==> src/hdl/mem_pkg.sv <==
`default_nettype none

package mem_pkg;

    // ~~~~~~~~~~~~~~~~~~~~~~~~~~~~~~~~~~~~~~~~~~~~~~~~~~~~~~~~~~~~~~~~~~~~
    // data path widths
    // ~~~~~~~~~~~~~~~~~~~~~~~~~~~~~~~~~~~~~~~~~~~~~~~~~~~~~~~~~~~~~~~~~~~~

    // byte address
    typedef logic [31:0] addr_t;
    typedef logic [31:0] word_t;
    // remaining elements of a repeat instruction
    typedef logic [31:0] count_t;
    typedef logic [1:0]  reg_idx_t;

    // ~~~~~~~~~~~~~~~~~~~~~~~~~~~~~~~~~~~~~~~~~~~~~~~~~~~~~~~~~~~~~~~~~~~~
    // encodings
    // ~~~~~~~~~~~~~~~~~~~~~~~~~~~~~~~~~~~~~~~~~~~~~~~~~~~~~~~~~~~~~~~~~~~~

    typedef enum logic [1:0] {
        SIZE_BYTE = 2'd0,
        SIZE_HALF = 2'd1,
        SIZE_WORD = 2'd2
    } opsize_e;

    // low two bits of a register source double as the register index
    typedef enum logic [2:0] {
        SRC_REG0 = 3'd0,
        SRC_REG1 = 3'd1,
        SRC_REG2 = 3'd2,
        SRC_REG3 = 3'd3,
        SRC_IMM  = 3'd4
    } addend_src_e;

    typedef enum logic [1:0] {
        GEN_IDLE = 2'd0,
        GEN_RUN  = 2'd1
    } gen_state_e;

endpackage

`default_nettype wire
==> src/hdl/mem_ifs.sv <==
`timescale 1ns/1ps
`default_nettype none


// response lags its request by exactly one cycle
interface mem_rsp_if;

    logic             rsp_valid;
    mem_pkg::addr_t   rsp_addr;
    mem_pkg::opsize_e rsp_size;
    logic             rsp_last;
    mem_pkg::word_t   rsp_data;

    modport ram (
        output rsp_valid, rsp_addr, rsp_size, rsp_last, rsp_data
    );

    modport merge (
        input  rsp_valid, rsp_addr, rsp_size, rsp_last, rsp_data
    );

endinterface

`default_nettype wire

==> src/hdl/mem_stage_merge.sv <==
`timescale 1ns/1ps
`default_nettype none

module mem_stage_merge (
    input  wire                 clk_i,
    input  wire                 rst_n_i,
    mem_rsp_if.merge            rsp,
    input  wire mem_pkg::word_t addend_i,
    output logic                result_valid_o,
    output mem_pkg::word_t      result_o,
    output mem_pkg::addr_t      result_addr_o,
    output logic                result_last_o
);

    mem_pkg::word_t lane;
    mem_pkg::word_t sum;

    logic [7:0]     byte_lane;
    logic [15:0]    half_lane;

    // ~~~~~~~~~~~~~~~~~~~~~~~~~~~~~~~~~~~~~~~~~~~~~~~~~~~~~~~~~~~~~~~~~~~~
    // lane extraction, little endian
    // ~~~~~~~~~~~~~~~~~~~~~~~~~~~~~~~~~~~~~~~~~~~~~~~~~~~~~~~~~~~~~~~~~~~~

    assign byte_lane = rsp.rsp_data[{rsp.rsp_addr[1:0], 3'b000} +: 8];
    assign half_lane = rsp.rsp_data[{rsp.rsp_addr[1], 4'b0000} +: 16];

    always_comb begin
        case (rsp.rsp_size)
            mem_pkg::SIZE_BYTE: lane = {24'h00_0000, byte_lane};
            mem_pkg::SIZE_HALF: lane = {16'h0000, half_lane};
            default:            lane = rsp.rsp_data;
        endcase
    end

    // wraps modulo 2^32
    assign sum = lane + addend_i;

    // ~~~~~~~~~~~~~~~~~~~~~~~~~~~~~~~~~~~~~~~~~~~~~~~~~~~~~~~~~~~~~~~~~~~~
    // result register
    // ~~~~~~~~~~~~~~~~~~~~~~~~~~~~~~~~~~~~~~~~~~~~~~~~~~~~~~~~~~~~~~~~~~~~

    always_ff @(posedge clk_i or negedge rst_n_i) begin
        if (!rst_n_i) begin
            result_valid_o <= 1'b0;
            result_last_o  <= 1'b0;
        end else begin
            result_valid_o <= rsp.rsp_valid;
            result_last_o  <= rsp.rsp_valid && rsp.rsp_last;
        end
    end

    always_ff @(posedge clk_i) begin
        result_o      <= sum;
        result_addr_o <= rsp.rsp_addr;
    end

endmodule

`default_nettype wire

==> src/flat_wrapper.sv <==
// flat-port wrapper written by rule: the top's interface ports become plain ports
module mem_stage_merge_flat 
  (clk_i, rst_n_i, addend_i, result_valid_o, result_o, result_addr_o, result_last_o, rsp_rsp_valid, rsp_rsp_addr, rsp_rsp_size, rsp_rsp_last, rsp_rsp_data);
  mem_rsp_if rsp_i ();
  input  wire clk_i;
  input  wire rst_n_i;
  input  wire mem_pkg::word_t addend_i;
  output logic result_valid_o;
  output mem_pkg::word_t result_o;
  output mem_pkg::addr_t result_addr_o;
  output logic result_last_o;
  input wire logic [$bits(rsp_i.rsp_valid)-1:0] rsp_rsp_valid;
  input wire logic [$bits(rsp_i.rsp_addr)-1:0] rsp_rsp_addr;
  input wire logic [$bits(rsp_i.rsp_size)-1:0] rsp_rsp_size;
  input wire logic [$bits(rsp_i.rsp_last)-1:0] rsp_rsp_last;
  input wire logic [$bits(rsp_i.rsp_data)-1:0] rsp_rsp_data;
  assign rsp_i.rsp_valid = rsp_rsp_valid;
  assign rsp_i.rsp_addr = rsp_rsp_addr;
  assign rsp_i.rsp_size = rsp_rsp_size;
  assign rsp_i.rsp_last = rsp_rsp_last;
  assign rsp_i.rsp_data = rsp_rsp_data;
  mem_stage_merge u_core (.clk_i(clk_i), .rst_n_i(rst_n_i), .rsp(rsp_i), .addend_i(addend_i), .result_valid_o(result_valid_o), .result_o(result_o), .result_addr_o(result_addr_o), .result_last_o(result_last_o));
endmodule
==> config.mk <==
export PLATFORM = sky130hd
export DESIGN_NAME = mem_stage_merge_flat
export DESIGN_NICKNAME = d
export VERILOG_FILES = /design/src/hdl/mem_pkg.sv /design/src/hdl/mem_ifs.sv /design/src/hdl/mem_stage_merge.sv /design/src/flat_wrapper.sv
export SDC_FILE = /design/constraint.sdc
export NUM_CORES = 1
export LEC_CHECK = 0
export BUFFER_PORTS_ARGS = -buffer_cell sky130_fd_sc_hd__buf_2
export CORE_MARGIN = 8
export CORE_UTILIZATION = 25
export CTS_BUF_LIST = sky130_fd_sc_hd__clkbuf_2
export CTS_CLUSTER_SIZE = 10
export DETAILED_ROUTE_END_ITERATION = 8
export PLACE_DENSITY = 0.47
export SLEW_MARGIN = 20
export SYNTH_ARGS = -nofsm -noshare
export SYNTH_HDL_FRONTEND = slang
export SYNTH_SLANG_ARGS = --single-unit
==> constraint.sdc <==
create_clock -name clk_i -period 0.8 [get_ports clk_i]
set_clock_uncertainty 0.1 [all_clocks]
set_input_delay 0.12 -clock clk_i [delete_from_list [all_inputs] [get_ports clk_i]]
set_output_delay 0.12 -clock clk_i [all_outputs]
set_load 0.05 [all_outputs]
---- Word-level counts from Yosys, hierarchy flattened ----
Index checks and enable logic that the tools add are counted.
operators by class
  $add $sub $neg .......................... 1
  equal/unequal tests ..................... 1
  shift-type cells ........................ 2
  mux-type cells .......................... 1
  reductions and logical operators ........ 2
operators with widths
  operator                                                                number
  32-bit case mux with 2 select lines                                     1
  32-bit adder                                                            1
  32-bit by 6-bit indexed part select with 16-bit output                  1
  32-bit by 6-bit indexed part select with 8-bit output                   1
  2-bit by 1-bit equality test with 1-bit output (second input constant)  1
  2-bit logical NOT                                                       1
  1-bit logical AND                                                       1
storage, ports and cells
  flip-flop bits (word level) ............. 66
  logic and storage cells ................. 11

---- Logic depth before layout (Yosys ltp) ----
  depth in word-level cells ............... 3
  depth in mapped cells ................... 16
  gate-level depth less buffers ........... 15

---- Worst setup path after synthesis ----
OpenSTA, ideal clock, no wires.
  path type ............................... input to register
  from .................................... in rsp_rsp_addr[1]
  to ...................................... reg u_core.result_o[17]
  library setup time ...................... 0.127 ns
  data arrival time ....................... 2.717 ns
  path slack .............................. -2.144 ns
  cell stages on the path ................. 12
  path buffers ............................ 1
  cell sequence ........................... clkbuf_1 -> mux2_2 -> a22oi_1 -> o21ai_0 -> ha_1 -> a21o_2 -> a31o_2 -> o21ai_2 -> o311ai_4 -> a2111oi_0 -> nor3_1 -> xor2_1
between the ends
  word-level cells in the longest chain between the ends .. 3
  elaborated cells on any way between the ends .. 4
ends and longest elaborated chain
  what                                                                                                                             line                                          RTL
  start: declaration                                                                                                               flat_wrapper.sv:13                            input wire logic [$bits(rsp_i.rsp_addr)-1:0] rsp_rsp_addr;
  32-bit by 6-bit indexed part select with 16-bit output or 32-bit by 6-bit indexed part select with 8-bit output (tied branches)  mem_stage_merge.sv:26, mem_stage_merge.sv:25
  32-bit case mux with 2 select lines *                                                                                            mem_stage_merge.sv:29                         case (rsp.rsp_size)
  32-bit adder *                                                                                                                   mem_stage_merge.sv:37                         assign sum = lane + addend_i;
  named net u_core.sum[17]                                                                                                         mem_stage_merge.sv:16                         mem_pkg::word_t sum;
  end signal: assignment                                                                                                           mem_stage_merge.sv:54                         result_o <= sum;
  end: declaration                                                                                                                 mem_stage_merge.sv:10                         output mem_pkg::word_t result_o,
The timed path passes the listed nets; every way through them passes the cells marked *.

---- Worst setup path after layout ----
  from .................................... in rsp_rsp_size[0]
  to ...................................... reg u_core.result_o[31]
between the ends
  word-level cells in the longest chain between the ends .. 3
  elaborated cells on any way between the ends .. 4
ends and longest elaborated chain
  what                                                                                 line                   RTL
  start: declaration                                                                   flat_wrapper.sv:14     input wire logic [$bits(rsp_i.rsp_size)-1:0] rsp_rsp_size;
  2-bit by 1-bit equality test with 1-bit output or 2-bit logical NOT (tied branches)  mem_stage_merge.sv:29
  32-bit case mux with 2 select lines *                                                mem_stage_merge.sv:29
  32-bit adder *                                                                       mem_stage_merge.sv:37
  named net u_core.sum[31]                                                             mem_stage_merge.sv:16
Marked as above.

==> summary.txt <==
Synthesis
  – Unique cell type count in the Yosys netlist: 54
  – Cell count after synthesis: 385
  – Number of synthesized flops with an enable pin: 0
  – Synth Register Bits: 66
  – Yosys warning total: 0
  – Cell area after synthesis: 3520 um^2
  – Share of synthesized registers carrying an async set or reset: 0.03030
  – Post-synthesis net count: 519
  – Mean instance size in the synthesized netlist: 9.142 um^2
  – Most instantiated flip-flop cell in the synthesis netlist: sky130_fd_sc_hd__dfxtp_1
  – Proportion of synthesized chip area in sequential cells: 0.3782

Worst hold path
  – Worst hold path type: in2reg

Route
  – Vias: 4,303
  – Starting DRT DRC Count: 154
  – Total wirelength of the detailed-routed design: 15,300 um
  – WL per Instance: 16.36 um
  – Detailed Routing Iterations Pass 1: 4
  – Top sig layer: met4
  – Post-DRT Antenna Nets: 0
  – DRC errors left: 0
  – Met2 Wirelength: 7358 um
  – Via density per instance: 4.602
  – Routed length on met3: 1267 um
  – Total routed wire length on the met1 layer: 6202 um

Outcome
  – Failing checks: negative hold slack, negative setup slack
  – Result of the run: complete, but fails checks

GRT
  – Largest net degree at the start of global routing: 17
  – Aggregate global routing overflow: 0
  – Wire length of the first global-routing pass: 23,410 um
  – Initial antenna violation count: 1
  – GRT Overall Usage: 0.1642
  – Via count of the first global-routing pass: 4,621

Pwr
  – Leakage: 3.545 nW
  – Pwr/cell area: 1874 nW/um^2
  – Net Switching: 5.338 mW
  – Int Pwr: 8.764 mW
  – Sequential cell fraction of total power: 0.299
  – Worst ir drop on vdd: 0.7963 mV
  – Combinational fraction of design power: 0.516
  – Fraction of power spent switching nets: 0.3785
  – Part of the power in the clock network: 0.185

Place
  – Worst slack at placement: -2.424 ns
  – Detailed-placement wirelength estimate: 11,850 um
  – Final weighted congestion of routability-driven global placement: 0.8769
  – Buffers on Ports: 167

STA
  – Headroom to the max-slew limit: 0.6659
  – Timing-limited maximum frequency: 0.4114 GHz
  – Slew at the pin closest to its max-slew limit: 0.4959 ns
  – Final-layout setup total negative slack: -71.94 ns
  – Final slew viol count: 0
  – Worst Setup Slack, final: -1.631 ns
  – Count of endpoints failing hold in the final timing report: 18
  – Worst hold margin: -0.2849 ns
  – Fin crit share: 3.038
  – RSZ-0062 raised after global routing: true
  – # setup viols final: 98
  – Post-route minimum period: 2.431 ns

Cells and area
  – Commonest non-fill, non-tap cell in the layout: sky130_fd_sc_hd__buf_4
  – Area grow syn2layout: 113.8%
  – Fraction of final layout cells with drive strength greater than 1: 0.6472
  – Number of filler cells placed in the layout: 1,202
  – Net count of the finished layout: 883
  – Sequential cell area: 1414 um^2
  – Most used cells in the layout excluding fill and tap cells: sky130_fd_sc_hd__buf_4, sky130_fd_sc_hd__buf_2, sky130_fd_sc_hd__dfxtp_2, sky130_fd_sc_hd__buf_8, sky130_fd_sc_hd__dlygate4sd3_1
  – Combined area of the multi-input logic cells: 2556 um^2

Worst setup path
  – Crit-path most repeated cell: sky130_fd_sc_hd__buf_6
  – Endpoint required time on the critical path: 1.18 ns
  – Bufs and invs on worst path: 4
  – Critical path's top delay family: compound AO/OA/AOI/OAI gates
  – Critical path data arrival time: 2.81 ns
  – Element type at the critical path start: input pin
  – Category of the most critical setup path: in2reg
  – Largest stage delay on the critical path: 0.33 ns
  – Cell Chain, Critical Path: buf_8, nor2b_4, buf_4, buf_6, mux2_4, o22ai_2, a21oi_2, ha_4, buf_6, nand3_2, nor2_4, o21ai_4, o311ai_4, a41oi_2, o31a_1, a211o_1
  – Setup crit end kind: flip-flop
  – Max Fanout on Critical Path: 6
  – Highest-delay cell along the critical path: sky130_fd_sc_hd__o31a_1

Die
  – Num rows: 43
  – Initial Util: 0.2545
  – Full die area: 18,130 um^2
  – Die Height: 134.7 um
  – Chip width: 134.7 um
  – Core area: 13,830 um^2
  – Number of primary I/O pins: 168

Clock network
  – Maximum clock insertion buffer count: 2
  – TritonCTS clock tree: done
  – Hold buffer count at cts: 36
  – Cell at the root of the clock tree: sky130_fd_sc_hd__clkbuf_2
  – Number of clock buffers inserted by TritonCTS: 9
  – Worst-path clk slew: 0.21 ns
  – Number of sinks on the clock net: 66
  – Level count of the clock H-tree: 3

Job
  – Number of maximum-capacitance constraint violations: 0
==> path summary, 6_finish.rpt <==
kind / slack [ns] / end / start / cells past startpoint
worst min-delay path: -0.28 / u_core.result_o[0]$_DFF_P_ / addend_i[0] / 2
worst max-delay path: -1.63 / u_core.result_o[31]$_DFF_P_ / rsp_rsp_size[0] / 16
max in group asynchronous: 0.14 / u_core.result_last_o$_DFF_PN0_ / rst_n_i / 3
min in group asynchronous: 0.33 / u_core.result_valid_o$_DFF_PN0_ / rst_n_i / 3
==> cell type report <==
class                           instances  area share
Inverter                                9    0.004490
Multi-Input combinational cell        300      0.3397
Antenna cell                            1   0.0003326
Tap cell                              180     0.02993
Clock inverter                          5     0.01363
Timing Repair Buffer                  363      0.4167
Sequential cell                        66      0.1879
Clock buffer                           11    0.007316
==> power by group through the flow <==
stage | logic (mW) | clock network [mW] | registers (mW)
finish | 7.27 | 2.61 | 4.22
global route | 7.65 | 2.89 | 4.28
CTS | 7.07 | 2.77 | 4.24
detailed placement | 5.56 | 0 | 4.10
global placement | 5.54 | 0 | 4.08
floorplan | 1.59 | 0 | 5.86
==> logic make-up (layout without fill, tap and decap cells) <==
kind of cell,Yosys count,in the layout,synth area share
AND/OR/NAND/NOR,113,113,0.1539
XOR/XNOR,30,30,0.07465
other,0,1,0
flip-flops,66,66,0.3782
AO/OA/AOI/OAI,117,117,0.2279
buffers and inverters,19,388,0.02382
multiplexers,8,8,0.02560
adder cells (fa/ha/maj),32,32,0.1159
==> cells in the mapped netlist (all sizes together) (2+ instances only) <==
library cell | number | share of area
dfxtp | 64 | 0.36
o21a | 6 | 0.013
nor3 | 8 | 0.011
nor2b | 3 | 0.0053
o22ai | 2 | 0.0036
dfrtp | 2 | 0.014
nor2 | 27 | 0.030
a22oi | 6 | 0.013
a211o | 3 | 0.0075
a211oi | 5 | 0.011
a21oi | 40 | 0.057
ha | 31 | 0.11
inv | 9 | 0.0096
xor2 | 12 | 0.030
o21ai | 20 | 0.030
o21bai | 3 | 0.0064
buf | 5 | 0.0089
and2 | 16 | 0.028
clkbuf | 5 | 0.0053
o311ai | 2 | 0.010
nand3 | 10 | 0.014
nand2 | 37 | 0.039
nand4 | 2 | 0.0036
a21o | 6 | 0.014
o211ai | 4 | 0.0085
mux2 | 8 | 0.026
o31ai | 2 | 0.0082
and4 | 4 | 0.010
xnor2 | 18 | 0.045
a22o | 8 | 0.020
==> state kept, by name, summed over array words and instances (netlist names) <==
name	count
u_core.result_valid_o	1
u_core.result_o	32
u_core.result_last_o	1
u_core.result_addr_o	32
==> stage by stage <==
step	utilization	hold WS, ns	power [mW]	area, um^2	instances
final	0.5442	-0.2849	14.10	7525	935
after global routing	0.5442	-0.3408	14.82	7525	935
after CTS	0.5311	-0.3738	14.08	7343	927
after detailed placement	0.4172	-0.1916	9.655	5768	863
after global placement	0.4172	-0.1953	9.623	5768	863
after floorplan	-	-0.2756	7.451	3700	385
==> layer usage <==
layer | up-vias | global-route usage
met2 | 178 | 0.2823
met1 | 1970 | 0.1775
met5 | - | 0
met4 | 0 | 0.07049
li1 | 2121 | -
met3 | 34 | 0.06018
==> repair_timing <==
action                     4_1_cts  5_1_grt
resized for setup              256       29
pin swaps                       48       29
setup endpoints to repair       98       98
hold endpoints to repair        66       28
buffers inserted                13        9
Note: power is estimated with default switching activity, not from simulation.
