==> src/hdl/mem_pkg.sv <==
`default_nettype none

package mem_pkg;

    // ~~~~~~~~~~~~~~~~~~~~~~~~~~~~~~~~~~~~~~~~~~~~~~~~~~~~~~~~~~~~~~~~~~~~
    // data path widths
    // ~~~~~~~~~~~~~~~~~~~~~~~~~~~~~~~~~~~~~~~~~~~~~~~~~~~~~~~~~~~~~~~~~~~~

    // byte address
    typedef logic [31:0] addr_t;
    typedef logic [31:0] word_t;
    // remaining elements of a repeat instruction
    typedef logic [31:0] count_t;
    typedef logic [1:0]  reg_idx_t;

    // ~~~~~~~~~~~~~~~~~~~~~~~~~~~~~~~~~~~~~~~~~~~~~~~~~~~~~~~~~~~~~~~~~~~~
    // encodings
    // ~~~~~~~~~~~~~~~~~~~~~~~~~~~~~~~~~~~~~~~~~~~~~~~~~~~~~~~~~~~~~~~~~~~~

    typedef enum logic [1:0] {
        SIZE_BYTE = 2'd0,
        SIZE_HALF = 2'd1,
        SIZE_WORD = 2'd2
    } opsize_e;

    // low two bits of a register source double as the register index
    typedef enum logic [2:0] {
        SRC_REG0 = 3'd0,
        SRC_REG1 = 3'd1,
        SRC_REG2 = 3'd2,
        SRC_REG3 = 3'd3,
        SRC_IMM  = 3'd4
    } addend_src_e;

    typedef enum logic [1:0] {
        GEN_IDLE = 2'd0,
        GEN_RUN  = 2'd1
    } gen_state_e;

endpackage

`default_nettype wire
==> src/hdl/mem_ifs.sv <==
`timescale 1ns/1ps
`default_nettype none

// one element request per cycle, no back-pressure
interface mem_req_if;

    logic             req_valid;
    mem_pkg::addr_t   req_addr;
    mem_pkg::opsize_e req_size;
    logic             req_last;

    modport gen (
        output req_valid, req_addr, req_size, req_last
    );

    modport ram (
        input  req_valid, req_addr, req_size, req_last
    );

endinterface


`default_nettype wire

==> src/hdl/rep_addr_gen.sv <==
`timescale 1ns/1ps
`default_nettype none

module rep_addr_gen (
    input  wire              clk_i,
    input  wire              rst_n_i,
    input  wire              valid_i,
    input  wire              is_rep_i,
    input  wire mem_pkg::count_t  count_i,
    input  wire mem_pkg::addr_t   addr_i,
    input  wire mem_pkg::opsize_e size_i,
    input  wire              dir_dec_i,
    output logic             busy_o,
    mem_req_if.gen           req
);

    mem_pkg::gen_state_e state_q;
    mem_pkg::count_t     remain_q;
    mem_pkg::addr_t      addr_q;
    mem_pkg::opsize_e    size_q;
    logic                dir_q;

    logic                accept;
    mem_pkg::count_t     num_elems;
    mem_pkg::addr_t      start_addr;
    mem_pkg::addr_t      step;
    mem_pkg::addr_t      next_addr;

    function automatic logic [2:0] size_bytes(input mem_pkg::opsize_e s);
        case (s)
            mem_pkg::SIZE_BYTE: size_bytes = 3'd1;
            mem_pkg::SIZE_HALF: size_bytes = 3'd2;
            default:            size_bytes = 3'd4;
        endcase
    endfunction

    // ~~~~~~~~~~~~~~~~~~~~~~~~~~~~~~~~~~~~~~~~~~~~~~~~~~~~~~~~~~~~~~~~~~~~
    // instruction accept
    // ~~~~~~~~~~~~~~~~~~~~~~~~~~~~~~~~~~~~~~~~~~~~~~~~~~~~~~~~~~~~~~~~~~~~

    assign accept    = valid_i && (state_q == mem_pkg::GEN_IDLE);
    assign num_elems = is_rep_i ? count_i : mem_pkg::count_t'(1);

    // align down to the element size
    assign start_addr = addr_i & ~mem_pkg::addr_t'(size_bytes(size_i) - 3'd1);

    assign step      = mem_pkg::addr_t'(size_bytes(size_q));
    assign next_addr = dir_q ? (addr_q - step) : (addr_q + step);

    always_ff @(posedge clk_i or negedge rst_n_i) begin
        if (!rst_n_i) begin
            state_q  <= mem_pkg::GEN_IDLE;
            remain_q <= '0;
        end else begin
            case (state_q)
                mem_pkg::GEN_IDLE: begin
                    // a repeat with count 0 never leaves idle
                    if (accept && (num_elems != '0)) begin
                        state_q  <= mem_pkg::GEN_RUN;
                        remain_q <= num_elems;
                    end
                end
                mem_pkg::GEN_RUN: begin
                    remain_q <= remain_q - mem_pkg::count_t'(1);
                    if (remain_q == mem_pkg::count_t'(1)) begin
                        state_q <= mem_pkg::GEN_IDLE;
                    end
                end
                default: state_q <= mem_pkg::GEN_IDLE;
            endcase
        end
    end

    // address, size and direction of the running instruction
    always_ff @(posedge clk_i) begin
        if (accept) begin
            addr_q <= start_addr;
            size_q <= size_i;
            dir_q  <= dir_dec_i;
        end else if (state_q == mem_pkg::GEN_RUN) begin
            addr_q <= next_addr;
        end
    end

    // ~~~~~~~~~~~~~~~~~~~~~~~~~~~~~~~~~~~~~~~~~~~~~~~~~~~~~~~~~~~~~~~~~~~~
    // request side
    // ~~~~~~~~~~~~~~~~~~~~~~~~~~~~~~~~~~~~~~~~~~~~~~~~~~~~~~~~~~~~~~~~~~~~

    assign busy_o        = (state_q == mem_pkg::GEN_RUN);
    assign req.req_valid = (state_q == mem_pkg::GEN_RUN);
    assign req.req_addr  = addr_q;
    assign req.req_size  = size_q;
    assign req.req_last  = (remain_q == mem_pkg::count_t'(1));

endmodule

`default_nettype wire

==> src/flat_wrapper.sv <==
// flat-port wrapper written by rule: the top's interface ports become plain ports
module rep_addr_gen_flat 
  (clk_i, rst_n_i, valid_i, is_rep_i, count_i, addr_i, size_i, dir_dec_i, busy_o, req_req_valid, req_req_addr, req_req_size, req_req_last);
  mem_req_if req_i ();
  input  wire clk_i;
  input  wire rst_n_i;
  input  wire valid_i;
  input  wire is_rep_i;
  input  wire mem_pkg::count_t count_i;
  input  wire mem_pkg::addr_t addr_i;
  input  wire mem_pkg::opsize_e size_i;
  input  wire dir_dec_i;
  output logic busy_o;
  output wire logic [$bits(req_i.req_valid)-1:0] req_req_valid;
  output wire logic [$bits(req_i.req_addr)-1:0] req_req_addr;
  output wire logic [$bits(req_i.req_size)-1:0] req_req_size;
  output wire logic [$bits(req_i.req_last)-1:0] req_req_last;
  assign req_req_valid = req_i.req_valid;
  assign req_req_addr = req_i.req_addr;
  assign req_req_size = req_i.req_size;
  assign req_req_last = req_i.req_last;
  rep_addr_gen u_core (.clk_i(clk_i), .rst_n_i(rst_n_i), .valid_i(valid_i), .is_rep_i(is_rep_i), .count_i(count_i), .addr_i(addr_i), .size_i(size_i), .dir_dec_i(dir_dec_i), .busy_o(busy_o), .req(req_i));
endmodule
==> config.mk <==
export PLATFORM = sky130hd
export DESIGN_NAME = rep_addr_gen_flat
export DESIGN_NICKNAME = d
export VERILOG_FILES = /design/src/hdl/mem_pkg.sv /design/src/hdl/mem_ifs.sv /design/src/hdl/rep_addr_gen.sv /design/src/flat_wrapper.sv
export SDC_FILE = /design/constraint.sdc
export NUM_CORES = 1
export LEC_CHECK = 0
export BUFFER_PORTS_ARGS = -buffer_cell sky130_fd_sc_hd__buf_2
export CAP_MARGIN = 0
export CORE_UTILIZATION = 56
export DETAILED_ROUTE_END_ITERATION = 16
export PLACE_DENSITY = 0.79
export REMOVE_ABC_BUFFERS = 1
export SLEW_MARGIN = 25
export SYNTH_ARGS = -nofsm -noshare
export SYNTH_HDL_FRONTEND = slang
export SYNTH_SLANG_ARGS = --single-unit
==> constraint.sdc <==
create_clock -name clk_i -period 4.1 [get_ports clk_i]
set_input_delay 0.205 -clock clk_i [delete_from_list [all_inputs] [get_ports clk_i]]
set_output_delay 0.205 -clock clk_i [all_outputs]
set_load 0.01 [all_outputs]
# Word-level counts from Yosys, hierarchy flattened
# Index checks and enable logic that the tools add are counted.
[word_totals] reg_bits=69 latch_bits=0 ramBits=0 mem_bits_ro=0 out_inout_bits=37 elab_cells=38 n_memories=0
[op_classes] add_sub_neg=4 mul=0 div=0 order_cmp=0 eq_ne=6 shifts=0 muxes=11 bitwise=2 reduce_logical=10
[op_table] op="32-bit two-way mux" n=5
[op_table] op="32-bit one-hot mux with 2 select lines" n=1
[op_table] op="32-bit by 3-bit adder with 32-bit output" n=1
[op_table] op="32-bit bitwise AND" n=1
[op_table] op="32-bit by 1-bit == test with 1-bit output (second input constant)" n=1
[op_table] op="32-bit inverter" n=1
[op_table] op="32-bit nonzero test" n=1
[op_table] op="32-bit by 1-bit subtractor with 32-bit output (second input constant)" n=1
[op_table] op="32-bit by 3-bit subtractor with 32-bit output" n=1
[op_table] op="3-bit one-hot mux with 2 select lines" n=2
[op_table] op="2-bit by 1-bit == test with 1-bit output (second input constant)" n=3
[op_table] op="2-bit logical NOT" n=3
[op_table] op="2-bit two-way mux" n=2
[op_table] op="2-bit one-hot mux with 2 select lines" n=1
[op_table] op="2-bit AND reduction" n=2
[op_table] op="2-bit nonzero test" n=2
[op_table] op="3-bit by 1-bit subtractor with 4-bit output (second input constant)" n=1
[op_table] op="1-bit logical AND" n=2
[op_table] op="2-bit by 1-bit inequality test with 1-bit output (second input constant)" n=1
[op_table] op="2-bit inequality test (second input constant)" n=1

# Longest topological paths before layout
[depth] depth_word=6 depth_mapped=13 depth_no_buf=13

# Worst setup path after synthesis
# Ideal clock, no wire load.
[synth_timing] path_type="register -> register" start="reg u_core.dir_q" end="reg u_core.addr_q[30], in the netlist u_core.req.req_addr[30], data pin" setup_time_ns=0.258 t_arrival_ns=2.998 setup_slack_ns=0.844 path_stages_with_launch=10 path_cell_list="edfxtp_1 > mux2_2 > fa_1 > nor2b_1 > o31a_1 > o31ai_1 > o21a_1 > o211ai_1 > a21oi_1 > o221a_2"
[synth_via] elab_chain_len=3
[synth_lines] element="start, declared" line="rep_addr_gen.sv:21" text="logic dir_q;"
[synth_lines] element="start signal, assigned" line="rep_addr_gen.sv:79" text="dir_q <= dir_dec_i;"
[synth_lines] element="32-bit two-way mux" line="rep_addr_gen.sv:48" text="assign next_addr = dir_q ? (addr_q - step) : (addr_q + step);"
[synth_lines] element="32-bit two-way mux" line="rep_addr_gen.sv:80" text="end else if (state_q == mem_pkg::GEN_RUN) begin"
[synth_lines] element="32-bit two-way mux" line="rep_addr_gen.sv:76" text="if (accept) begin"
[synth_lines] element="end signal, assigned" line="rep_addr_gen.sv:77" text="addr_q <= start_addr;"
[synth_lines] element="end signal, assigned" line="rep_addr_gen.sv:81" text="addr_q <= next_addr;"
[synth_lines] element="end, declared" line="rep_addr_gen.sv:19" text="mem_pkg::addr_t addr_q;"
# Every way passes these cells. The select of a mux whose other input is x is not followed.
# A chain may end at the register's enable or synchronous reset.

# Final worst setup path
[layout_timing] start="reg u_core.size_q[1], in the netlist u_core.req.req_size[1]" end="reg u_core.addr_q[29], in the netlist u_core.req.req_addr[29], data pin"
[layout_via] elab_chain_len=6 elab_cells_between_ends=8 cone_classes="add/sub: 2; eq/ne: 1; mux: 4; reduce/logical: 1"
[layout_lines] element="start, declared" line="rep_addr_gen.sv:20" text="mem_pkg::opsize_e size_q;"
[layout_lines] element="start signal, assigned" line="rep_addr_gen.sv:78" text="size_q <= size_i;"
[layout_lines] element="2-bit by 1-bit == test with 1-bit output / 2-bit logical NOT (equally long branches)" line="rep_addr_gen.sv:30" text="case (s)"
[layout_lines] element="3-bit one-hot mux with 2 select lines *" line="rep_addr_gen.sv:30"
[layout_lines] element="32-bit by 3-bit adder with 32-bit output / 32-bit by 3-bit subtractor with 32-bit output (equally long branches)" line="rep_addr_gen.sv:48"
[layout_lines] element="32-bit two-way mux *" line="rep_addr_gen.sv:48"
[layout_lines] element="32-bit two-way mux *" line="rep_addr_gen.sv:80"
[layout_lines] element="32-bit two-way mux *" line="rep_addr_gen.sv:76"
# Mark *: on every way between the ends. The rest lies on a longest branch, timed or not. The select of a mux whose other input is x is not followed.

==> summary by stage <==
Die
For this configuration, the core starts out at a cell density of 59.0%. From left edge to right edge, the die measures between 90 and 100 um. The y dimension of the die is 98.8 um.

The area of the core is 8890 um2. 108 I/O pins were placed. The total number of placement rows is 34. The area of the die is ~9800 um2.

Drt
The first detailed-routing pass took 7 iterations. The detail route stage leaves a number of antenna-violating nets equal to 0. The total wire length after detailed routing is between 10000 and 15000 um. The DRC violation total after the first TritonRoute iteration is 245.

For this run, design rule violations remaining after detail routing come to 0. For this block, the via count after detailed routing is 5098. Using the TritonRoute via totals, the vias-per-cell ratio works out to 6.22. The per-cell routed wire length is 16.7 um.

Synthesis
The synthesized netlist occupies a cell area of around 5300 um2. Yosys mapped a number of flops with a built-in enable equal to 35. The synthesized flop and latch total is 68. The synthesized area divided by synthesized cell count is 8.65 um2. The gate count after technology mapping is 607.

The portion of the post-synthesis area used by sequential elements is 35.7%. The count of different cell masters after synthesis is 67. The fraction of synthesis flops using an asynchronous set or reset pin is 48.5%. The count of yosys warnings during synthesis is 0.

The most used flip-flop cell after synthesis is sky130_fd_sc_hd__edfxtp_1.

Power
In this run switching power makes up 40.7% of total power. The power density over cell area is 576 nW/um2. The static leakage power is 2.59 nW. The fraction of power consumed by combinational cells is between 50% and 60%. The worst-case IR drop observed on VDD is approximately 0.00021 V. In this run, flip-flops and latches consume 31.0% of the power. The switching power is 1.42 mW. The share of total power dissipated in the clock network is 17.2%. Internal power comes to 2.07 mW.

Place
The placer congestion estimate is about 0.9. The pre-CTS setup slack is 670 ps. The placed instance count is approximately 800.

The HPWL after detailed placement is around 10000 um. Buffers placed on the I/O ports in this run total approximately 110. The total cell area at the placement stage is 5860 um2.

Finish
Relative to the synthesized area, the layout overhead comes to 15.8%. The count of nets after finishing is just over 800. Leaving out fill and tap cells, the most frequent cells in the layout are sky130_fd_sc_hd__buf_2 (107), sky130_fd_sc_hd__nor2_1 (61), sky130_fd_sc_hd__a21oi_1 (58). The most common library cell in the layout ignoring fill and taps is sky130_fd_sc_hd__buf_2. In the final layout, the share of cells above drive strength 1 is about a fifth.

The fill cell instance count of the final layout is 732. At the end of the flow the core is filled with cells to 68.4%. The finished layout holds 820 standard cells, fillers aside.

The repair_antennas step left the layout with diodes totalling 0. The finished cells cover 6080 um2.

STA
Setup repair after global routing left no endpoint under its margin. The clock skew is 10.4 ps. Across all setup checks in the final design, the least slack found is 649 ps. The transition at the pin with the smallest max-transition slack is 1030 ps. The final worst-path cycle share is between 80% and 90%. The count of final max-slew check failures is 0. The upper clock frequency limit is roughly 290 MHz.

The final critical delay including setup and external delays is 3450 ps. In this run the tightest slew margin relative to its limit is 31.2%. The number of hold-slack violations in the final timing report is 0.

The number of endpoints failing setup at the final stage is 0. The sum of negative setup slack is 0 ps.

Setup path
The startpoint of the lowest-slack register-to-register path is u_core.req.req_size[1]$_DFFE_PP_. Of all nets on the critical path, the largest fanout is 4. The startpoint class of the critical path is a flip-flop. The arrival time of the worst setup path is approximately 3600 ps. The reg2reg setup slack is around 650 ps.

The data required time at the worst endpoint is between 4000 and 5000 ps. The worst setup path is of the reg2reg kind. STA classifies the critical path endpoint as a flip-flop. The number of cells on the worst reg-to-reg path is 13. The worst reg2reg path endpoint is u_core.req.req_addr[29]$_DFFE_PP_.

GRT
The first global-routing pass estimated 22600 um of wire. Summed over all layers, the global routing overflow is 0. Global routing used 28.7% of the available tracks across all layers. The number of global-route vias before repair is 4869. The number of antenna violations at the first check in global routing is 0.

Entering global routing, the biggest net connects 36 pins.

Job
The max-capacitance violation count is 0.

Hold path
The worst min-delay path startpoint is dir_dec_i. In this run the worst hold path is classified as in2reg. Counting instances, the worst hold path has a depth of 1. For hold timing, the worst endpoint is u_core.dir_q$_DFFE_PP_.

CTS
TritonCTS built the clock tree. The clock passes through at most 2 buffers. The clock reaches the later pin of the worst-skew pair after between 300 and 400 ps.

Clock tree synthesis selected as its root buffer the cell sky130_fd_sc_hd__clkbuf_8. The H-tree was split into 3 levels. The register clock-pin slew on the reported worst setup and hold paths is ~80 ps.

The clock net sink count is 68. The number of buffers created by CTS is 9.

Run status
The run finished with clean final reports.
==> layer usage <==
metal  vias up  global-route usage, %  part of all wire (%)
li1       2494                      -                     -
met1      2384                   37.3                    44
met2       204                   49.8                    49
met3        16                   3.40                   5.9
met4         0                   9.76                   1.2
met5         -                      0                     0
==> power by group through the flow <==
stage	clock (mW)	combinational (mW)	sequential, mW
after global placement	0	1.74	1.09
after global routing	0.633	2.02	1.11
after CTS	0.608	1.79	1.08
after detailed placement	0	1.78	1.10
after floorplan	0	1.23	1.16
final	0.601	1.81	1.08
==> cells by family after synthesis <==
kind of cell	count (synthesis)	synth area share, %
AOI/OAI and AO/OA	191	23.3
buffers and inverters	45	3.36
adders and majority gates	35	8.48
xor gates and xnor gates	34	5.67
and+or+nand+nor	231	22.8
muxes	3	0.620
DFF	68	35.7
==> cell usage after synthesis, drive strengths merged, types with 11 or more instances <==
cell type  count  share of area [%]
o211ai        11                1.6
clkbuf        19                1.4
nor4          13                2.2
o21ai         40                3.8
xor2          18                3.0
a21oi         58                5.5
ha            34                8.1
edfxtp        35                 20
xnor2         16                2.7
inv           21                1.5
nand3         17                1.6
and3          14                1.7
nor3          17                1.7
nor2          61                4.4
a211oi        23                3.3
dfrtp         33                 16
nand2         58                4.2
==> timing repair <==
action | CTS | global route
hold buffers | 1 | 0
endpoints found under the hold margin | 33 | 0
buffers inserted | 0 | 0
resized for setup | 0 | 0
==> state kept, by name, summed over array words and instances (netlist names) <==
name	cells
u_core.req.req_size	2
u_core.state_q	1
u_core.dir_q	1
u_core.req.req_addr	32
u_core.remain_q	32
==> cell type report <==
type / count / area, um2 / area share [%]
multi-input cells: 494 / 3200 / 52.6
flip-flops and latches: 68 / 1880 / 30.9
repair buffers: 113 / 583 / 9.59
clock buffers: 10 / 149 / 2.45
well taps: 108 / 135 / 2.22
inverters: 21 / 78.8 / 1.30
clock inverters: 6 / 58.8 / 0.967
==> through the flow <==
step,power (mW),hold WS (ps)
2_1_floorplan,2.39,-90.6
3_3_place_gp,2.83,322
3_5_place_dp,2.88,317
4_1_cts,3.49,19.7
5_1_grt,3.75,23.2
6_report,3.50,24.1
==> critical path, stage by stage, from the launching register on <==
cell,delay [ps]
sky130_fd_sc_hd__edfxtp_1,400
sky130_fd_sc_hd__nor2b_1,160
sky130_fd_sc_hd__inv_1,60
sky130_fd_sc_hd__ha_1,280
sky130_fd_sc_hd__mux2_2,290
sky130_fd_sc_hd__inv_1,60
sky130_fd_sc_hd__ha_1,220
sky130_fd_sc_hd__nor2b_1,150
sky130_fd_sc_hd__o31ai_1,430
sky130_fd_sc_hd__a2111o_1,300
sky130_fd_sc_hd__nand3_1,180
sky130_fd_sc_hd__a311oi_1,450
sky130_fd_sc_hd__o31a_1,180
sky130_fd_sc_hd__nor3_1,50
==> worst max-delay path by stage <==
stage                                           from  slack [ps]                                 to  cells past startpoint
finish              u_core.req.req_size[1]$_DFFE_PP_         650  u_core.req.req_addr[29]$_DFFE_PP_                     13
floorplan              u_core.state_q[0]$_DFFE_PN0P_         420    u_core.remain_q[12]$_DFFE_PN0P_                      6
detailed placement  u_core.req.req_size[1]$_DFFE_PP_         670  u_core.req.req_addr[29]$_DFFE_PP_                     13
global route        u_core.req.req_size[1]$_DFFE_PP_         400  u_core.req.req_addr[28]$_DFFE_PP_                     12
CTS                 u_core.req.req_size[1]$_DFFE_PP_         660  u_core.req.req_addr[29]$_DFFE_PP_                     13
global placement    u_core.req.req_size[1]$_DFFE_PP_         820  u_core.req.req_addr[28]$_DFFE_PP_                     12
(Power assumes the default switching activity.)
