### src/hdl/mem_pkg.sv
`default_nettype none

package mem_pkg;

    // ~~~~~~~~~~~~~~~~~~~~~~~~~~~~~~~~~~~~~~~~~~~~~~~~~~~~~~~~~~~~~~~~~~~~
    // data path widths
    // ~~~~~~~~~~~~~~~~~~~~~~~~~~~~~~~~~~~~~~~~~~~~~~~~~~~~~~~~~~~~~~~~~~~~

    // byte address
    typedef logic [31:0] addr_t;
    typedef logic [31:0] word_t;
    // remaining elements of a repeat instruction
    typedef logic [31:0] count_t;
    typedef logic [1:0]  reg_idx_t;

    // ~~~~~~~~~~~~~~~~~~~~~~~~~~~~~~~~~~~~~~~~~~~~~~~~~~~~~~~~~~~~~~~~~~~~
    // encodings
    // ~~~~~~~~~~~~~~~~~~~~~~~~~~~~~~~~~~~~~~~~~~~~~~~~~~~~~~~~~~~~~~~~~~~~

    typedef enum logic [1:0] {
        SIZE_BYTE = 2'd0,
        SIZE_HALF = 2'd1,
        SIZE_WORD = 2'd2
    } opsize_e;

    // low two bits of a register source double as the register index
    typedef enum logic [2:0] {
        SRC_REG0 = 3'd0,
        SRC_REG1 = 3'd1,
        SRC_REG2 = 3'd2,
        SRC_REG3 = 3'd3,
        SRC_IMM  = 3'd4
    } addend_src_e;

    typedef enum logic [1:0] {
        GEN_IDLE = 2'd0,
        GEN_RUN  = 2'd1
    } gen_state_e;

endpackage

`default_nettype wire
### src/hdl/operand_select.sv
`timescale 1ns/1ps
`default_nettype none

module operand_select (
    input  wire                      clk_i,
    input  wire                      rst_n_i,
    input  wire                      valid_i,
    input  wire                      busy_i,
    input  wire mem_pkg::addend_src_e addend_src_i,
    input  wire mem_pkg::word_t      reg0_i,
    input  wire mem_pkg::word_t      reg1_i,
    input  wire mem_pkg::word_t      reg2_i,
    input  wire mem_pkg::word_t      reg3_i,
    input  wire mem_pkg::word_t      imm_i,
    output mem_pkg::word_t           addend_o
);

    mem_pkg::word_t    regs [4];
    mem_pkg::reg_idx_t reg_idx;
    mem_pkg::word_t    sel_val;
    mem_pkg::word_t    addend_q;

    assign regs[0] = reg0_i;
    assign regs[1] = reg1_i;
    assign regs[2] = reg2_i;
    assign regs[3] = reg3_i;

    assign reg_idx = mem_pkg::reg_idx_t'(addend_src_i[1:0]);

    always_comb begin
        if (addend_src_i == mem_pkg::SRC_IMM) begin
            sel_val = imm_i;
        end else begin
            sel_val = regs[reg_idx];
        end
    end

    // held for all elements of the instruction
    always_ff @(posedge clk_i or negedge rst_n_i) begin
        if (!rst_n_i) begin
            addend_q <= '0;
        end else if (valid_i && !busy_i) begin
            addend_q <= sel_val;
        end
    end

    assign addend_o = addend_q;

endmodule

`default_nettype wire

### config.mk
export PLATFORM = sky130hd
export DESIGN_NAME = operand_select
export DESIGN_NICKNAME = d
export VERILOG_FILES = /design/src/hdl/mem_pkg.sv /design/src/hdl/operand_select.sv
export SDC_FILE = /design/constraint.sdc
export NUM_CORES = 1
export LEC_CHECK = 0
export BUFFER_PORTS_ARGS = -buffer_cell sky130_fd_sc_hd__buf_2
export CAP_MARGIN = 20
export CORE_AREA = 2 2 77 79
export DETAILED_ROUTE_END_ITERATION = 7
export DIE_AREA = 0 0 79 81
export GPL_ROUTABILITY_DRIVEN = 1
export MAX_ROUTING_LAYER = met4
export PLACE_DENSITY = 0.84
export SLEW_MARGIN = 25
export SYNTH_ARGS = -nofsm -noshare
export SYNTH_HDL_FRONTEND = slang
export SYNTH_SLANG_ARGS = --single-unit
### constraint.sdc
create_clock -name clk_i -period 1.3 [get_ports clk_i]
set_input_delay 0.13 -clock clk_i [delete_from_list [all_inputs] [get_ports clk_i]]
set_output_delay 0.13 -clock clk_i [all_outputs]
set_load 0.03 [all_outputs]
# == Yosys cells after proc, flatten, opt, wreduce, memory -nomap -nowiden ==
# Index checks and enable logic that the tools add are counted.
# totals
word_cells,10
input_bits,167
reg_bits,32
# op_classes
n_lt_le_gt_ge,1
n_reduce_logical,2
n_mux,4
n_eq_ne,1
bitwise_logic,1
# ops
operator,count
$mux 32,3
$bmux 32 s2,1
$eq 3x3->1 const B,1
$ge 3x3->1 const B,1
$not 2->3,1
$logic_and 1x1->1,1
$logic_not 1->1,1

# == Depth between registers and ports, before layout ==
# Gate-level depths: netlist (run 1).
# depth
depth_word,5
mapped_depth,5
ltp_nobuf,3

# == Least setup slack after synthesis (run 1) ==
# No wires, ideal clock.
# synth_path
kind,input -> register
from,input addend_src_i[1]
to,"register addend_q[31], in the netlist addend_o[31]"
path_stages,4
setup_slack_ps,-71
arrival_time_ps,1245
setup_ps,126
path_cell_list,buf_2 clkbuf_1 mux4_2 a221o_1
# synth_between
elab_chain_len,5
# synth_rtl
item,line,text
start: declaration,operand_select.sv:9,"input wire mem_pkg::addend_src_e addend_src_i,"
$not 2->3 (not written as such),operand_select.sv:34,sel_val = regs[reg_idx];
$bmux 32 s2,operand_select.sv:34,
$mux 32 (not written as such) (2 in a row),operand_select.sv:34,
$mux 32 *,operand_select.sv:31,if (addend_src_i == mem_pkg::SRC_IMM) begin
end signal: assignment,operand_select.sv:43,addend_q <= sel_val;
end: declaration,operand_select.sv:21,mem_pkg::word_t addend_q;
# Every way passes the cells marked *; elsewhere a longest branch is shown, timed or not. The select of a mux whose other input is x is not followed.
# A chain may end at the register's enable or synchronous reset.

# == Final worst setup path (run 1) ==
# layout_path
from,input addend_src_i[0]
to,"register addend_q[12], in the netlist addend_o[12]"
# The elaborated chain is that of the path after synthesis.

==> metrics.md, run 1 <==
| Metric | Value |
|---|---|
| Worst Reg-to-Reg Cells | 2 |
| Crit path max fanout | 19 |
| CTS clk-pin slew, worst paths | 0.08 ns |
| Status | complete, no violations |
| Power density over cell area | about 1000 mW/mm2 |
| Worst R2R Setup Slack | 0.38 ns |
| Grt total ovfl | 0 |
| Detail Placement HPWL | 6240 um |
| Met2 routed WL | 3990 um |
| Syn_nets | 316 |
| Most frequent cells in the layout | 198 x buf_2, 32 x mux4_2, 32 x and2_1, 32 x a221o_1, 32 x dfrtp_1 |
| Peak supply drop | 0.464 mV |
| Arr. time, crit path | 1.34 ns |
| Num CTS Buffers | 5 |
| Slew Viols, Final | 0 |
| Root Driver | clkbuf_8 |
| Share of the synthesized area in the top cell type | between 30% and 40% |
| CTS Hold Bufs | 1 |
| Vias per cell | 5.39 |
| Gpl congestion | about 0.79 |
| Synth warn | 0 |
| Number of global-route vias before repair | around 2,400 |
| CP required | 1.47 ns |
| Final period util | about 90% |
| Worst Setup EP | addend_o[12]$_DFFE_PN0P_ |
| HP Class | input port to register |
| I/O pin count | 199 |
| Mapped Avg Cell Area | around 15 um2 |
| Max FFs per register | 32 |
| Post-Syn Area | 0.00217 mm2 |
| Antenna Cells | 0 |
| Layout cells sized above 1 | 71.9% |
| Critical Path Start Type | input port |
| Clock Latency Late Sink | 0.27 ns |
| Drt drc | 0 |
| Via count | 2,302 |
| Slew @ Worst Pin | 0.389 ns |
| Relative slew slack | 74.1% |
| Area of the core | 0.00568 mm2 |
| Final hold violations | 0 |
| DR pass1 iterations | 4 |
| Setup TNS | 0 ns |
| Initial antenna violation count | 0 |
| Cell taking the most area after synthesis | dfrtp_1 |
| Sequential fraction of the synthesis area | 36.9% |
| Worst r2r src | addend_o[12]$_DFFE_PN0P_ |
| Highest Signal Layer | met4 |
| # setup viols final | 0 |
| Critical path class | input port to register |
| Initial Utilization | 38.2% |
| Drt first-iter violations | 119 |
| WL met3 | 641 um |
| Max-cap violations | 0 |
| Port Buf Inserts | 198 |
| Synthesized instance count | 149 |
| Total power | roughly 3.6 mW |
| Ranking of synthesized cells by area | dfrtp_1 37%, mux4_2 33%, a221o_1 15%, and2_1 9.2%, buf_6 2.1% |
| Post-CTS Setup Inserts | 0 |
| Final wirelength | 7670 um |
| Leakage | 1.75 nW |
| Wire per inst | 18.0 um |
| Row Count | 28 |
| Peak Freq | around 850 MHz |
| RR Endpoint | addend_o[12]$_DFFE_PN0P_ |
| Die area | roughly 0.0064 mm2 |
| CP endpoint kind | register |
| Post-cts resize count | 0 |
| Die Height | 81 um |
| Synth cell types | 11 |
| WL met1 | roughly 2900 um |
| Setup Skew | 0 ns |
| Die W | 79 um |
| GRT Overall Usage | around a quarter |
| Seq cells post-synth | 32 |
| Antenna viol nets, final | 0 |
| CTS tree | yes |
| Fin nets | 518 |
| Most common cell after layout, fill and taps aside | buf_2 |
| RSZ-0062 raised after global routing | no |
| Worst hold slack | 0.0713 ns |
| H-Tree Depth | 2 |
| Fin crit period | 1.17 ns |
| Post-layout util | 61.0% |
| Layout area overhead | 59.5% |
| First-pass GRT wire length | around 11,000 um |
| Crit path from | addend_src_i[0] |
| Largest net degree at the start of global routing | 20 |
| Clock Path Buffers | 2 |
| Clk sinks | 32 |
[per-stage QoR]
step	cells	instance area [um2]	setup WS, ns
final	427	3460	0.125
after global routing	427	3460	0.115
after CTS	427	3460	0.126
after detailed placement	418	3340	-0.182
after floorplan	149	2190	-0.0119
after global placement	418	3340	-0.119
[how the worst min path moves through the flow]
stage | from | endpoint | slack [ns] | cells past startpoint
floorplan | rst_n_i | addend_o[0]$_DFFE_PN0P_ | -0.17 | 0
global placement | rst_n_i | addend_o[4]$_DFFE_PN0P_ | 0.07 | 1
detailed placement | rst_n_i | addend_o[4]$_DFFE_PN0P_ | 0.07 | 1
CTS | imm_i[5] | addend_o[5]$_DFFE_PN0P_ | 0.06 | 2
global route | imm_i[4] | addend_o[4]$_DFFE_PN0P_ | 0.05 | 2
finish | imm_i[10] | addend_o[10]$_DFFE_PN0P_ | 0.07 | 2
[cell families after synthesis]
kind of cell	after synthesis	synth area share [%]
compound gates	33	15.0
simple gates	35	10.4
mux	32	33.2
buf+inv	17	4.55
flops	32	36.9
[per-layer routing]
| metal | vias to the layer above | GRT usage [%] |
|---|---|---|
| met3 | 10 | 5.22 |
| met5 | - | - |
| li1 | 1032 | - |
| met2 | 149 | 41.4 |
| met4 | 0 | 7.76 |
| met1 | 1111 | 28.0 |
[power by group]
part	internal (mW)	leakage (nW)	switching (mW)
combinational	0.674	1.30	0.724
clock	0.567	0.0541	0.394
sequential	1.16	0.397	0.0782
total	2.40	1.75	1.20
[Yosys cell counts (all sizes together)]
master / number
nor2: 1
buf: 8
nand2b: 1
a221o: 32
a21oi: 1
and2: 32
mux4: 32
dfrtp: 32
clkbuf: 9
nor4b: 1
[area by class of cell]
class,instances,area (um2)
well taps,75,93.8
clock buffers,5,68.8
repair buffers,212,1170
clock inverters,3,42.5
multi-input cells,100,1280
fillers,491,2210
flip-flops and latches,32,801
[critical path: stages]
cell and delay, ns:
buf_2 0.14, buf_12 0.20, mux4_2 0.54, a221o_1 0.32
Power figures use the tool's default switching activity.
==> run 2: changes to the inputs <==
--- a/config.mk
+++ b/config.mk
@@ -11,7 +11,6 @@
 export DETAILED_ROUTE_END_ITERATION = 7
 export DIE_AREA = 0 0 79 81
 export GPL_ROUTABILITY_DRIVEN = 1
-export MAX_ROUTING_LAYER = met4
 export PLACE_DENSITY = 0.84
 export SLEW_MARGIN = 25
 export SYNTH_ARGS = -nofsm -noshare
==> metrics.md, run 2 (same netlist as run 1, synthesis figures left out) <==
| Metric | Value |
|---|---|
| Initial Utilization | a little under two fifths |
| Most frequent cells in the layout | 198 x buf_2, 32 x mux4_2, 32 x and2_1, 32 x a221o_1, 32 x dfrtp_1 |
| Setup Skew | 0 ns |
| Die W | 79 um |
| CP required | 1.47 ns |
| GRT Overall Usage | 23.3% |
| Drt first-iter violations | 123 |
| First-pass GRT wire length | 11,400 um |
| Clock Path Buffers | 2 |
| Total power | 3.60 mW |
| Largest net degree at the start of global routing | 20 |
| Placed insts | roughly 420 |
| Gpl congestion | 0.777 |
| Slew @ Worst Pin | 0.391 ns |
| Wire per inst | ~18 um |
| Grt total ovfl | 0 |
| Slew Viols, Final | 0 |
| Max FFs per register | 32 |
| Drt drc | 0 |
| CTS clk-pin slew, worst paths | 0.08 ns |
| Power density over cell area | 1040 mW/mm2 |
| Final Non-Filler Cells | 427 |
| Status | complete, no violations |
| Area of the core | 0.00568 mm2 |
| Final wirelength | 7690 um |
| Critical Path Start Type | input port |
| Peak supply drop | 0.464 mV |
| Max-cap violations | 0 |
| Peak Freq | 853 MHz |
| Initial antenna violation count | 0 |
| Detail Placement HPWL | 6240 um |
| Setup TNS | 0 ns |
| Antenna Cells | 0 |
| Clock Latency Late Sink | 0.27 ns |
| Final period util | 90.1% |
| CP endpoint kind | register |
| Layout area overhead | 59.5% |
| Layout cells sized above 1 | 71.9% |
| Fin crit period | around 1.2 ns |
| Vias per cell | 5.35 |
| Row Count | 28 |
| PnR worst setup slack | roughly 0.13 ns |
| Via count | between 2,000 and 2,500 |
| Relative slew slack | around three quarters |
| Num CTS Buffers | 5 |
| # setup viols final | 0 |
| Leakage | around 1.7 nW |
| I/O pin count | around 200 |
| Number of global-route vias before repair | roughly 2,400 |
| Critical path class | input port to register |
| RSZ-0062 raised after global routing | no |
| DP Worst Slack | -0.182 ns |
| H-Tree Depth | 2 |
| Port Buf Inserts | around 200 |
| Die Height | 81 um |
| Die area | between 0.006 and 0.007 mm2 |
| Crit path max fanout | 19 |
| Most common cell after layout, fill and taps aside | buf_2 |
| Fin nets | 518 |
| Clk sinks | 32 |
| Arr. time, crit path | between 1 and 1.5 ns |
| HP Class | input port to register |
| Root Driver | clkbuf_8 |
| Final hold violations | 0 |
| DR pass1 iterations | 4 |
| Antenna viol nets, final | 0 |
| CTS tree | yes |
run 2: cell counts in the layout (fill, tap and decap cells not counted):
No cell type changed its count.
run 2: what timing repair did:
item                      in CTS  in global routing
hold endpoints to repair      16                  0
resized for setup              0                  0
setup buffers                  0                  0
hold buffers                   1                  0
run 2: worst paths after layout:
kind / start / to / slack, ns / cells after the start
min in group asynchronous: rst_n_i / addend_o[4]$_DFFE_PN0P_ / 0.29 / 2
worst min register to register: addend_o[29]$_DFFE_PN0P_ / addend_o[29]$_DFFE_PN0P_ / 0.59 / 2
worst max register to register: addend_o[12]$_DFFE_PN0P_ / addend_o[12]$_DFFE_PN0P_ / 0.38 / 2
worst min-delay path: imm_i[10] / addend_o[10]$_DFFE_PN0P_ / 0.07 / 2
worst max-delay path: addend_src_i[0] / addend_o[12]$_DFFE_PN0P_ / 0.13 / 4
max in group asynchronous: rst_n_i / addend_o[30]$_DFFE_PN0P_ / 0.42 / 3
run 2: area by class of cell:
class / instances / area, um2
flip-flops and latches: 32 / 801
repair buffers: 212 / 1170
well taps: 75 / 93.8
fillers: 491 / 2210
multi-input cells: 100 / 1280
clock inverters: 3 / 42.5
clock buffers: 5 / 68.8
run 2: per-stage QoR:
step	hold WS [ns]	instance area, um2	utilization (%)
6_report	0.0711	3460	61.0
5_1_grt	0.0548	3460	61.0
4_1_cts	0.0630	3460	61.0
3_5_place_dp	0.0703	3340	58.9
3_3_place_gp	0.0657	3340	58.9
2_1_floorplan	-0.166	2190	-
run 2: worst max-delay path, stage by stage:
cell     delay, ns
buf_2         0.14
buf_12        0.20
mux4_2        0.54
a221o_1       0.32
run 2: power by group:
part           switching (mW)  internal (mW)
clock                   0.395          0.567
combinational           0.723          0.674
sequential             0.0780           1.16
run 2: routing by layer:
layer / global-route usage [%] / part of all wire, %
met5: 0 / 0
met4: 7.41 / 1.4
met3: 6.33 / 9.0
met2: 41.8 / 52
met1: 27.3 / 37
==> run 3: changes to the inputs <==
--- a/config.mk
+++ b/config.mk
@@ -12,7 +12,8 @@
 export DIE_AREA = 0 0 79 81
 export GPL_ROUTABILITY_DRIVEN = 1
 export PLACE_DENSITY = 0.84
-export SLEW_MARGIN = 25
+export SETUP_SLACK_MARGIN = 0.2
+export SLEW_MARGIN = 10
 export SYNTH_ARGS = -nofsm -noshare
 export SYNTH_HDL_FRONTEND = slang
 export SYNTH_SLANG_ARGS = --single-unit
==> metrics.md, run 3 (same netlist as run 1, synthesis figures left out) <==
| Metric | Value |
|---|---|
| CP required | 1.46 ns |
| Final wirelength | roughly 8000 um |
| Antenna viol nets, final | 0 |
| CP endpoint kind | register |
| Most common cell after layout, fill and taps aside | buf_2 |
| Drt first-iter violations | 116 |
| Die Height | 81 um |
| Num CTS Buffers | 5 |
| Peak Freq | 919 MHz |
| WP buf/inv | 2 |
| RSZ-0062 raised after global routing | yes |
| Leakage | roughly 1.8 nW |
| Row Count | 28 |
| Die area | 0.00640 mm2 |
| Slew @ Worst Pin | roughly 0.57 ns |
| Max stage delay cell, worst path | mux4_2 |
| Layout area overhead | 63.9% |
| Cells along the critical path | buf_16, buf_12, mux4_2, a221o_1 |
| Antenna Cells | 0 |
| Vias per cell | 5.47 |
| Root Driver | clkbuf_8 |
| Die W | 79 um |
| Final period util | 83.7% |
| Relative slew slack | 62.2% |
| Largest net degree at the start of global routing | 22 |
| Layout cells sized above 1 | 72.8% |
| Critical path class | input port to register |
| Number of global-route vias before repair | 2,393 |
| Clock Path Buffers | 2 |
| Fin nets | 524 |
| Power density over cell area | 982 mW/mm2 |
| Detail Placement HPWL | ~6000 um |
| First-pass GRT wire length | between 10,000 and 15,000 um |
| CP peak stage delay | 0.51 ns |
| GRT Overall Usage | 25.1% |
| Max FFs per register | 32 |
| # setup viols final | 0 |
| Final hold violations | 0 |
| CTS tree | yes |
| H-Tree Depth | 2 |
| Total power | 3.49 mW |
| Worst R2R Setup Slack | about 0.39 ns |
| Gpl congestion | between 0.7 and 0.8 |
| Setup Skew | 0 ns |
| Drt drc | 0 |
| Placed inst area | 0.00329 mm2 |
| Critical Path Start Type | input port |
| Clk sinks | 32 |
| Area of the core | roughly 0.0057 mm2 |
| Port Buf Inserts | a little under 200 |
| DR pass1 iterations | 4 |
| Fin crit period | 1.09 ns |
| Most frequent cells in the layout | 197 x buf_2, 32 x mux4_2, 32 x and2_1, 32 x a221o_1, 32 x dfrtp_1 |
| CTS clk-pin slew, worst paths | around 0.07 ns |
| I/O pin count | about 200 |
| Fill cell count | a little under 500 |
| HP Class | input port to register |
| Peak supply drop | 0.508 mV |
| Max-cap violations | 0 |
| Wire per inst | around 19 um |
| Top Family by Delay on Critical Path | multiplexers |
| Grt total ovfl | 0 |
| Slew Viols, Final | 0 |
| Design area | 0.00356 mm2 |
| Status | complete, no violations |
| Clock Latency Late Sink | 0.27 ns |
| Crit path max fanout | 8 |
| Via count | 2,361 |
| Arr. time, crit path | between 1 and 1.5 ns |
| Initial antenna violation count | 0 |
| Initial Utilization | 38.2% |
[run 3: changes by cell type in the layout (fill, tap and decap cells not counted), sizes merged]
| cell | delta |
|---|---|
| clkinvlp | -1 |
| clkinv | -1 |
| a21oi | +1 |
| clkbuf | +2 |
| buf | +5 |
| bufinv | -1 |
[run 3: power breakdown]
group / internal [mW] / total [mW] / switching [mW] / leakage [nW]
clock network: 0.471 / 0.828 / 0.357 / 0.0503
logic: 0.691 / 1.42 / 0.733 / 1.35
registers: 1.16 / 1.24 / 0.0831 / 0.397
[run 3: cell type report]
| cell class | instances | area (um2) | area share, % |
|---|---|---|---|
| Sequential cell | 32 | 801 | 22.5 |
| Tap cell | 75 | 93.8 | 2.64 |
| Clock buffer | 7 | 96.3 | 2.71 |
| Timing Repair Buffer | 217 | 1250 | 35.1 |
| Multi-Input combinational cell | 101 | 1320 | 37.0 |
[run 3: layer usage]
layer | global-route usage, % | routed length (um)
met1 | 30.6 | 3110
met2 | 45.9 | 4360
met3 | 4.22 | 622
met4 | 7.24 | 100
met5 | 0 | 0
[run 3: stage by stage]
step	util [%]	hold slack, ns	setup WS, ns	setup TNS (ns)	instances
5_1_grt	62.7	0.0689	0.184	0	432
2_1_floorplan	-	-0.166	0.0274	0	149
3_5_place_dp	58.0	0.0601	-0.299	-8.94	417
6_report	62.7	0.0789	0.212	0	432
3_3_place_gp	58.0	0.0601	-0.260	-7.68	417
4_1_cts	62.3	0.0720	0.200	0	432
[run 3: worst reg2reg max path, stage by stage (launching register included)]
cell,delay [ns]
dfrtp_1,0.37
and2_1,0.15
a221o_1,0.27
[run 3: repair_timing]
item | in CTS | in global routing
endpoints found under the setup margin | 32 | 32
hold endpoints to repair | 15 | 0
setup buffers | 2 | 0
hold buffers | 1 | 0
pin swaps | 2 | 1
resized for setup | 14 | 6
gates cloned | 5 | 0
[run 3: worst paths after layout]
check | startpoint | endpoint | cells after the start
max | addend_src_i[0] | addend_o[4]$_DFFE_PN0P_ | 4
min | imm_i[23] | addend_o[23]$_DFFE_PN0P_ | 2
max reg2reg | addend_o[4]$_DFFE_PN0P_ | addend_o[4]$_DFFE_PN0P_ | 2
min reg2reg | addend_o[11]$_DFFE_PN0P_ | addend_o[11]$_DFFE_PN0P_ | 2
max in group asynchronous | rst_n_i | addend_o[26]$_DFFE_PN0P_ | 3
min in group asynchronous | rst_n_i | addend_o[9]$_DFFE_PN0P_ | 2
